### config.mk
export PLATFORM = sky130hd
export DESIGN_NAME = dcache_top
export DESIGN_NICKNAME = d
export VERILOG_FILES = /design/src/common/dcache_pkg.sv /design/src/hw/cache_row.sv /design/src/hw/read_mux.sv /design/src/hw/dcache_ctrl.sv /design/src/hw/dcache_top.sv
export SDC_FILE = /design/constraint.sdc
export NUM_CORES = 1
export LEC_CHECK = 0
export BUFFER_PORTS_ARGS = -buffer_cell sky130_fd_sc_hd__buf_4
export CORE_MARGIN = 2
export CORE_UTILIZATION = 28
export CTS_BUF_LIST = sky130_fd_sc_hd__clkbuf_8
export CTS_CLUSTER_DIAMETER = 40
export DETAILED_ROUTE_END_ITERATION = 10
export PLACE_DENSITY_LB_ADDON = 0.12
export SLEW_MARGIN = 20
export SYNTH_ARGS = -nofsm -noshare
export SYNTH_HDL_FRONTEND = slang
export SYNTH_SLANG_ARGS = --single-unit
### constraint.sdc
create_clock -name clk -period 5.8 [get_ports clk]
set_input_delay 0.29 -clock clk [delete_from_list [all_inputs] [get_ports clk]]
set_output_delay 0.29 -clock clk [all_outputs]
set_load 0.02 [all_outputs]
### src/common/dcache_pkg.sv
package dcache_pkg;

    // tile geometry
    localparam int DATA_W     = 16;
    localparam int DEPTH      = 16;   // rows, also the column length
    localparam int IDX_W      = 4;    // row or column index
    localparam int DDR_ADDR_W = 28;   // DDR word address

    // command opcodes as seen on cmd
    typedef enum logic [2:0] {
        CMD_NONE    = 3'd0,
        CMD_ROW_PUT = 3'd1,
        CMD_ROW_GET = 3'd2,
        CMD_COL_PUT = 3'd3,
        CMD_COL_GET = 3'd4,
        CMD_STORE   = 3'd5,
        CMD_FILL    = 3'd6
    } cmd_e;

    // controller states
    // put and get each take one working state before ST_DONE
    typedef enum logic [3:0] {
        ST_IDLE      = 4'd0,
        ST_ROW_PUT   = 4'd1,
        ST_COL_PUT   = 4'd2,
        ST_ROW_GET   = 4'd3,
        ST_COL_GET   = 4'd4,
        ST_STORE     = 4'd5,   // one row index issued per store_en cycle
        ST_STORE_END = 4'd6,   // last store word on the DDR port
        ST_FILL      = 4'd7,   // one row written per fill_valid
        ST_DONE      = 4'd8    // cache_rdy pulse
    } state_e;

endpackage

### src/hw/cache_row.sv
`timescale 1ns/1ps

module cache_row import dcache_pkg::*; (
    input  logic              clk,
    input  logic              rst,
    input  logic              word_we,    // whole-word write
    input  logic [DATA_W-1:0] word_in,
    input  logic              bit_we,     // column write, one bit only
    input  logic              bit_in,
    input  logic [IDX_W-1:0]  col,
    output logic [DATA_W-1:0] word_out
);

    // word and bit writes never come in the same cycle,
    // a word write still wins if they ever did
    always_ff @(posedge clk or negedge rst) begin
        if (!rst) begin
            word_out <= '0;
        end else if (word_we) begin
            word_out <= word_in;
        end else if (bit_we) begin
            word_out[col] <= bit_in;   // rest of the row untouched
        end
    end

endmodule

### src/hw/read_mux.sv
`timescale 1ns/1ps

module read_mux import dcache_pkg::*; (
    input  logic                    clk,
    input  logic                    rst,
    input  logic [DEPTH*DATA_W-1:0] rows,      // row r at bits r*DATA_W upward
    input  logic [IDX_W-1:0]        row_sel,
    input  logic [IDX_W-1:0]        col,
    input  logic                    capture_row,
    input  logic                    capture_col,
    input  logic                    capture_store,
    output logic [DATA_W-1:0]       data_rbr_out,
    output logic [DEPTH-1:0]        data_cbc_out,
    output logic [DATA_W-1:0]       ddr_wr_data
);

    logic [DATA_W-1:0] row_arr [DEPTH];
    logic [DATA_W-1:0] sel_word;
    logic [DEPTH-1:0]  col_bits;

    for (genvar r = 0; r < DEPTH; r++) begin : g_unpack
        assign row_arr[r] = rows[r*DATA_W +: DATA_W];
    end

    assign sel_word = row_arr[row_sel];

    // bit col of every row, row 0 in bit 0
    always_comb begin
        for (int r = 0; r < DEPTH; r++) begin
            col_bits[r] = row_arr[r][col];
        end
    end

    always_ff @(posedge clk or negedge rst) begin
        if (!rst) begin
            data_rbr_out <= '0;
            data_cbc_out <= '0;
            ddr_wr_data  <= '0;
        end else begin
            if (capture_row) begin
                data_rbr_out <= sel_word;   // held until the next row get
            end
            if (capture_col) begin
                data_cbc_out <= col_bits;
            end
            if (capture_store) begin
                ddr_wr_data <= sel_word;    // row_sel follows the burst count here
            end
        end
    end

endmodule

### src/hw/dcache_ctrl.sv
`timescale 1ns/1ps

module dcache_ctrl import dcache_pkg::*; (
    input  logic                  clk,
    input  logic                  rst,
    input  cmd_e                  cmd,
    input  logic                  cmd_valid,
    input  logic [IDX_W-1:0]      row_addr,
    input  logic [IDX_W-1:0]      col_addr,
    input  logic [DDR_ADDR_W-1:0] ddr_base,
    input  logic                  store_en,
    input  logic                  fill_valid,
    input  logic [DATA_W-1:0]     fill_data,
    input  logic [DATA_W-1:0]     data_rbr_in,
    output logic [DEPTH-1:0]      word_we,
    output logic [DEPTH-1:0]      bit_we,
    output logic [DATA_W-1:0]     wr_word,
    output logic [IDX_W-1:0]      col,
    output logic [IDX_W-1:0]      row_sel,
    output logic                  capture_row,
    output logic                  capture_col,
    output logic                  capture_store,
    output logic                  cache_rdy,
    output logic                  store_req,
    output logic                  ddr_wr_valid,
    output logic [DDR_ADDR_W-1:0] ddr_wr_addr,
    output logic                  read_req,
    output logic [DDR_ADDR_W-1:0] ddr_rd_addr
);

    state_e                  state;
    state_e                  state_nxt;
    logic [IDX_W-1:0]        row_q;
    logic [IDX_W-1:0]        col_q;
    logic [DDR_ADDR_W-1:0]   base_q;
    logic [IDX_W-1:0]        row_cnt;    // shared by store burst and fill
    logic                    last_row;

    assign last_row = (row_cnt == IDX_W'(DEPTH - 1));

    // the opcode is held in the state register from the accept edge on
    always_comb begin
        state_nxt = state;
        case (state)
            ST_IDLE: begin
                if (cmd_valid) begin
                    case (cmd)
                        CMD_ROW_PUT: state_nxt = ST_ROW_PUT;
                        CMD_ROW_GET: state_nxt = ST_ROW_GET;
                        CMD_COL_PUT: state_nxt = ST_COL_PUT;
                        CMD_COL_GET: state_nxt = ST_COL_GET;
                        CMD_STORE:   state_nxt = ST_STORE;
                        CMD_FILL:    state_nxt = ST_FILL;
                        default:     state_nxt = ST_DONE;   // nop still completes
                    endcase
                end
            end
            ST_ROW_PUT, ST_COL_PUT, ST_ROW_GET, ST_COL_GET: state_nxt = ST_DONE;
            ST_STORE: begin
                if (store_en && last_row) state_nxt = ST_STORE_END;
            end
            ST_STORE_END: state_nxt = ST_DONE;
            ST_FILL: begin
                if (fill_valid && last_row) state_nxt = ST_DONE;
            end
            default: state_nxt = ST_IDLE;
        endcase
    end

    always_ff @(posedge clk or negedge rst) begin
        if (!rst) begin
            state  <= ST_IDLE;
            row_q  <= '0;
            col_q  <= '0;
            base_q <= '0;
        end else begin
            state <= state_nxt;
            if (state == ST_IDLE && cmd_valid) begin   // operands latched at accept
                row_q  <= row_addr;
                col_q  <= col_addr;
                base_q <= ddr_base;
            end
        end
    end

    always_ff @(posedge clk or negedge rst) begin
        if (!rst) begin
            row_cnt <= '0;
        end else if (state == ST_IDLE) begin
            row_cnt <= '0;
        end else if ((state == ST_STORE && store_en) || (state == ST_FILL && fill_valid)) begin
            row_cnt <= row_cnt + 1'b1;   // wraps to 0 after row 15
        end
    end

    // one-hot word writes for row put and fill
    always_comb begin
        word_we = '0;
        if (state == ST_ROW_PUT) begin
            word_we[row_q] = 1'b1;
        end else if (state == ST_FILL && fill_valid) begin
            word_we[row_cnt] = 1'b1;
        end
    end

    assign bit_we  = {DEPTH{state == ST_COL_PUT}};   // every row takes its own bit
    assign wr_word = (state == ST_FILL) ? fill_data : data_rbr_in;
    assign col     = col_q;
    assign row_sel = (state == ST_STORE) ? row_cnt : row_q;

    assign capture_row   = (state == ST_ROW_GET);
    assign capture_col   = (state == ST_COL_GET);
    assign capture_store = (state == ST_STORE) && store_en;

    // one cycle behind the issue, in step with the registered store word
    always_ff @(posedge clk or negedge rst) begin
        if (!rst) begin
            ddr_wr_valid <= 1'b0;
            ddr_wr_addr  <= '0;
        end else begin
            ddr_wr_valid <= capture_store;
            if (capture_store) begin
                ddr_wr_addr <= base_q + DDR_ADDR_W'(row_cnt);
            end
        end
    end

    assign store_req   = (state == ST_STORE) || (state == ST_STORE_END);
    assign read_req    = (state == ST_FILL);
    assign ddr_rd_addr = base_q;
    assign cache_rdy   = (state == ST_DONE);

endmodule

### src/hw/dcache_top.sv
`timescale 1ns/1ps

module dcache_top import dcache_pkg::*; (
    input  logic                  clk,
    input  logic                  rst,
    input  cmd_e                  cmd,
    input  logic                  cmd_valid,
    input  logic [IDX_W-1:0]      row_addr,
    input  logic [IDX_W-1:0]      col_addr,
    input  logic [DDR_ADDR_W-1:0] ddr_base,
    input  logic [DATA_W-1:0]     data_rbr_in,
    input  logic [DEPTH-1:0]      data_cbc_in,
    input  logic                  store_en,
    input  logic                  fill_valid,
    input  logic [DATA_W-1:0]     fill_data,
    output logic                  cache_rdy,
    output logic [DATA_W-1:0]     data_rbr_out,
    output logic [DEPTH-1:0]      data_cbc_out,
    output logic                  store_req,
    output logic                  ddr_wr_valid,
    output logic [DDR_ADDR_W-1:0] ddr_wr_addr,
    output logic [DATA_W-1:0]     ddr_wr_data,
    output logic                  read_req,
    output logic [DDR_ADDR_W-1:0] ddr_rd_addr
);

    logic [DEPTH-1:0]        word_we;
    logic [DEPTH-1:0]        bit_we;
    logic [DATA_W-1:0]       wr_word;
    logic [IDX_W-1:0]        col;
    logic [IDX_W-1:0]        row_sel;
    logic                    capture_row;
    logic                    capture_col;
    logic                    capture_store;
    logic [DEPTH*DATA_W-1:0] rows;   // flat bus of all row words

    dcache_ctrl ctrl_i (
        .clk           (clk),
        .rst           (rst),
        .cmd           (cmd),
        .cmd_valid     (cmd_valid),
        .row_addr      (row_addr),
        .col_addr      (col_addr),
        .ddr_base      (ddr_base),
        .store_en      (store_en),
        .fill_valid    (fill_valid),
        .fill_data     (fill_data),
        .data_rbr_in   (data_rbr_in),
        .word_we       (word_we),
        .bit_we        (bit_we),
        .wr_word       (wr_word),
        .col           (col),
        .row_sel       (row_sel),
        .capture_row   (capture_row),
        .capture_col   (capture_col),
        .capture_store (capture_store),
        .cache_rdy     (cache_rdy),
        .store_req     (store_req),
        .ddr_wr_valid  (ddr_wr_valid),
        .ddr_wr_addr   (ddr_wr_addr),
        .read_req      (read_req),
        .ddr_rd_addr   (ddr_rd_addr)
    );

    // column put bit i lands in row i
    for (genvar i = 0; i < DEPTH; i++) begin : g_row
        cache_row row_i (
            .clk      (clk),
            .rst      (rst),
            .word_we  (word_we[i]),
            .word_in  (wr_word),
            .bit_we   (bit_we[i]),
            .bit_in   (data_cbc_in[i]),
            .col      (col),
            .word_out (rows[i*DATA_W +: DATA_W])
        );
    end

    read_mux mux_i (
        .clk           (clk),
        .rst           (rst),
        .rows          (rows),
        .row_sel       (row_sel),
        .col           (col),
        .capture_row   (capture_row),
        .capture_col   (capture_col),
        .capture_store (capture_store),
        .data_rbr_out  (data_rbr_out),
        .data_cbc_out  (data_cbc_out),
        .ddr_wr_data   (ddr_wr_data)
    );

endmodule

* Word level (Yosys, flattened, before mapping)
Index checks and enable logic that the tools add are counted.
** Storage, ports and cells
- Flip-flop bits (word level) :: 377
- Output and inout bits :: 108
- Logic and storage cells :: 184
** Cells by class
- $add $sub $neg :: 2
- $lt $le $gt $ge :: 7
- Eq/ne operators :: 18
- Multiplexer cells :: 100
- Bitwise logic cells :: 1
- Reduce and logical (&&, ||, !) cells :: 30
** Operators with widths (count)
- $mux 16 :: 37
- $bwmux 16 :: 16
- $bmux 1 s4 :: 16
- $bmux 16 s4 :: 1
- $reduce_bool 2->1 :: 17
- $add 28x4->28 :: 1
- $mux 4 :: 6
- $pmux 4 s6 :: 1
- $mux 1 :: 19
- $eq 4x3->1 const B :: 4
- $pmux 4 s4 :: 1
- $lt 4x5->1 const B :: 3
- $demux 1 s4 :: 3
- $ge 4x1->1 const B :: 3
- $eq 3x3->1 const B :: 3
- $eq 4x2->1 const B :: 2
- $eq 4x4->1 const B :: 2
- $logic_and 1x1->1 :: 8
- $eq 3x2->1 const B :: 2
- $ge 5x5->1 const B :: 1
- $not 4->5 :: 1
- $reduce_or 5->1 :: 1
- $add 4x1->4 const B :: 1
- $eq 4x1->1 const B :: 1
- 6 further kinds :: 8

* Logic depth before layout (Yosys ltp)
- Depth after elaboration :: 7
- Depth in mapped cells :: 10
- Depth with buffers taken out :: 8

* By module
From an unflattened synthesis, not the netlist that was laid out.
** Second synthesis, totals
- Cells, all modules :: 2493
- Area, all modules :: 24309.6 um^2
** By module, submodules not included
- cache_row :: instances 16, cells an instance 98, area each 890.9 um^2, sequential area each 400.4 um^2
- read_mux :: instances 1, cells an instance 482, area each 5800.6 um^2, sequential area each 1201.2 um^2
- dcache_ctrl :: instances 1, cells an instance 443, area each 4255.3 um^2, sequential area each 1826.8 um^2

* Worst setup path after synthesis
OpenSTA, ideal clock, no wires.
- Path type :: reg2reg
- From :: reg ctrl_i.col_q[1], in the netlist ctrl_i.col[1]
- To :: reg mux_i.data_cbc_out[10]
- Arrival :: 2.178 ns
- Data required time :: 5.675 ns
- Path slack :: 3.498 ns
- Cell stages (with the launch flop) :: 7
- Buffers on the path :: 3
- Path through :: dfrtp_1 > buf_4 > buf_2 > clkbuf_1 > mux4_2 > mux4_2 > mux2_2
** Between the ends
- Cells in the longest elaborated chain, start to end :: 2
** Ends and longest elaborated chain
- from (decl) :: line dcache_ctrl.sv:34 : logic [IDX_W-1:0] col_q;
- from (signal assigned) :: line dcache_ctrl.sv:80 : col_q <= col_addr;
- $bmux 1 s4 :: line read_mux.sv:30 : col_bits[r] = row_arr[r][col];
- $mux 1 (not written as such) :: line read_mux.sv:30
- to (signal assigned) :: line read_mux.sv:44 : data_cbc_out <= col_bits;
- to (decl) :: line read_mux.sv:13 : output logic [DEPTH-1:0] data_cbc_out,
Every way passes these cells. The select of a mux whose other input is x is not followed.
A chain may end at the register's enable or synchronous reset.

* Worst setup path after layout
- From :: reg ctrl_i.state[0]
- To :: reg mux_i.ddr_wr_data[8]
** Between the ends
- Cells in the longest elaborated chain, start to end :: 6
** Ends and longest elaborated chain
- from (decl) :: line dcache_ctrl.sv:31 : state_e state;
- from (signal assigned) :: line dcache_ctrl.sv:77 : state <= state_nxt;
- $eq 4x3->1 (*) :: line dcache_ctrl.sv:109, dcache_ctrl.sv:113
- $mux 4 :: line dcache_ctrl.sv:109 : assign row_sel = (state == ST_STORE) ? row_cnt : row_q;
- $not 4->5 (not written as such) :: line read_mux.sv:25 : assign sel_word = row_arr[row_sel];
- $bmux 16 s4 :: line read_mux.sv:25
- $mux 16 (not written as such) (2 in series) :: line read_mux.sv:25
- to (signal assigned) :: line read_mux.sv:47 : ddr_wr_data <= sel_word;
- to (decl) :: line read_mux.sv:14 : output logic [DATA_W-1:0] ddr_wr_data
Mark *: on every way between the ends. The rest lies on a longest branch, timed or not. The select of a mux whose other input is x is not followed.

==> results_dict.tcl <==
set metrics [dict create \
    outcome "complete, no violations" \
    core_area_um2 77470 \
    grt_antenna_before_repair 3 \
    tns_ns 0 \
    yosysSeqAreaShare_pct 42.99 \
    cp_slowest_stage_delay_ns 0.73 \
    synth-edff-count 0 \
    synthCells 1821 \
    max_slew_margin_pct 23.64 \
    grt_start_max_net_pins 145 \
    clkLatencyLatePin_ns 0.70 \
    cts_buffers 93 \
    htree_levels 3 \
    routabilityCongestion 0.8088 \
    finalSetupViolations 0 \
    worstSetupEndpointType "register" \
    std_cell_rows 102 \
    cts_root_buf "clkbuf_8" \
    synth_xor_xnor_area_share_pct 1.237 \
    port_buffers 199 \
    start_util_pct 28.33 \
    first_pass_iters 5 \
    min_period_ns 3.465 \
    hold_depth 3 \
    cp_data_arrival_time_ns 4.07 \
    clock_path_buffers 3 \
    yosysWarnings 0 \
    ioPinCount 200 \
    synth_simple_gate_area_share_pct 6.568 \
    ys_seq_elements 377 \
    critPathMaxFanout 128 \
    seq_area_um2 9442 \
    ir_drop_uv 437.7 \
    cts_tree "built" \
    skew_ns 0.05239 \
    hold_viol 0 \
    yosysTopAreaCell "dfrtp_1" \
    n_fill_cell 7708 \
    synth.avg_cell_area_um2 12.05 \
    startpoint_type "register" \
    nNetsFinal 2156 \
    muxShareOfSynthArea_pct 38.89 \
    routed_wl_um 78380 \
    synth_top_family_by_area "multiplexers" \
    async_flop_share_pct 100.0 \
    synth_compound_gate_area_share_pct 6.044 \
    drive_gt1_share_pct 28.73 \
    postCtsHoldBufs 48 \
    worst_pin_slew_ns 1.143 \
    syn_area_um2 21940 \
    vias_per_cell 5.125 \
    p_per_area_nw_per_um2 573.9 \
    drcViolationCount 0 \
    final_util_pct 34.93 \
    grt_use_total_pct 19.29 \
    overflow 0 \
    die_x_um 284.0 \
    max_cap_violations 0 \
    hold_path.class "in2reg" \
    drtAntennaViolNets 0 \
    multi_input_area_um2 11850 \
    syn_nets 1922 \
    synth_fa_ha_area_share_pct 0.5474 \
    leakage_nw 12.29 \
    rsz0062_at_grt "false" \
    cp_slowest_cell "buf_12" \
    period_share_pct 59.74 \
    wl_per_cell_um 24.76 \
    cts_sinks 377 \
    post_cts_buffers 0 \
    ys_top_cells_by_area "dfrtp_1 (43%), mux2i_1 (26%), mux4_2 (8.2%)" \
    path_class "reg2reg" \
    slew_violations 0 \
    die_y_um 284.0 \
    yosysUniqueCellTypes 57 \
    vias 16220 \
    syn2layout_area_growth_pct 23.31 \
    grt_pass1_vias 17300 \
    path_cells "and4bb_1, mux2i_4, buf_12, mux2i_1, o22ai_1, nor2_1, a31oi_1" \
    grt_pass1_wl_um 117500 \
    fmax_ghz 0.2886 \
    cts_resized 0 \
    rr_worst_depth 7 \
    clk_pin_slew_ns 0.05 \
    dpl.hpwl_um 54180 \
    die_area_um2 80630 \
    ys.flop_type "dfrtp_1" \
    drtIter0Drc 1042 \
    yosysTopAreaCellShare_pct 42.99 \
    cp.required_ns 6.40 \
]
-- cell families (layout without fill, tap and decap cells) --
logic type	after synthesis	count (layout)
compound gates	207	207
buf+inv	162	464
mux	741	741
fa+ha+maj	9	9
flops	377	377
xor+xnor	31	31
other cells	0	2
simple gates	294	294
-- metrics by stage --
step                      instance area (um2)  instances  worst slack [ns]  total power [mW]  hold slack, ns
after floorplan                         21940       1821             3.498             9.359       -0.005591
after global placement                  24460       2952             2.476             11.75          0.3725
after detailed placement                24480       2952             2.371             11.87          0.3827
after CTS                               27030       3163             2.379             15.67        0.001362
after global routing                    27060       3165             2.140             16.48         0.03746
final                                   27060       3165             2.335             15.53         0.05947
-- area by class of cell --
type	count	share of cell area, %
multi-input combinational	1282	43.79
sequential	377	34.89
timing repair buffer	292	8.711
clock buffer	100	5.086
tap	1040	4.809
clock inverter	63	2.575
inverter	9	0.1248
antenna	2	0.01849
-- report_power, final --
group / internal, mW / switching [mW]
clock: 2.23 / 1.43
combinational: 3.23 / 3.36
sequential: 3.85 / 1.43
total: 9.31 / 6.22
-- routing by layer --
metal  GRT usage (%)  routed length, um  share of wire, %  vias to the layer above
met5               0                  0                 0                        -
met3           4.638               4387               5.6                      126
met4           6.045               2182               2.8                        0
met2           30.75              36350                46                      458
li1                -                  -                 -                     7262
met1           25.77              35460                45                     8376
-- cell usage after synthesis, types with 2 or more instances --
| cell type | n |
|---|---|
| a22oi_2 | 3 |
| nor2_2 | 4 |
| nor3_1 | 6 |
| mux2_2 | 90 |
| o21ai_2 | 2 |
| nor4_1 | 2 |
| buf_2 | 56 |
| nor2_1 | 117 |
| buf_6 | 2 |
| a22o_1 | 6 |
| ha_1 | 8 |
| xnor2_1 | 24 |
| nor3b_1 | 5 |
| nor2b_1 | 16 |
| nand2b_1 | 4 |
| clkbuf_1 | 56 |
| a22oi_1 | 32 |
| inv_1 | 8 |
| a21oi_1 | 50 |
| mux4_2 | 80 |
| and3_1 | 5 |
| dfrtp_1 | 377 |
| a21o_1 | 3 |
| nand4_1 | 9 |
| buf_4 | 33 |
| a211oi_1 | 9 |
| o22ai_1 | 33 |
| o21ai_0 | 28 |
| o21a_1 | 2 |
| a32o_1 | 2 |
| nand3_1 | 11 |
| xor2_1 | 7 |
| nand3b_1 | 32 |
| nand2_1 | 71 |
| a31oi_1 | 32 |
| buf_1 | 6 |
| mux2i_1 | 570 |
-- cells in the final DEF (no fill, tap or decap), types with 48 or more instances in the layout --
cell / instances
mux4_2: 80
nor2_1: 117
a21oi_1: 50
dfrtp_1: 375
mux2_2: 90
clkbuf_8: 100
mux2i_1: 553
nand2_1: 70
dlygate4sd3_1: 48
buf_4: 240
-- registers in the layout, indices dropped and copies added, names as in the netlist, 16 cells and up --
| register | count |
|---|---|
| ctrl_i.ddr_wr_addr | 28 |
| mux_i.data_rbr_out | 16 |
| mux_i.ddr_wr_data | 16 |
| g_row.row_i.word_out | 256 |
| ctrl_i.ddr_rd_addr | 28 |
| mux_i.data_cbc_out | 16 |
-- path summary, 6_finish.rpt --
path | start | slack (ns) | to
min in group asynchronous | rst | 0.22 | g_row[8].row_i.word_out[0]
min reg2reg | ctrl_i.ddr_wr_addr[6] | 0.48 | ctrl_i.ddr_wr_addr[6]
max in group asynchronous | rst | 4.17 | ctrl_i.col[1]
max reg2reg | ctrl_i.state[0] | 2.34 | mux_i.ddr_wr_data[8]
max | ctrl_i.state[0] | 2.34 | mux_i.ddr_wr_data[8]
min | data_cbc_in[2] | 0.06 | g_row[2].row_i.word_out[4]
-- worst max-delay path, delay by kind of cell (launching register included) --
family | cells | cell delay [ns]
mux | 2 | 0.56
buf+inv | 1 | 0.73
compound gates | 2 | 0.62
flops | 1 | 0.59
simple gates | 2 | 0.83
No activity file was read; power rests on OpenSTA's default activity.
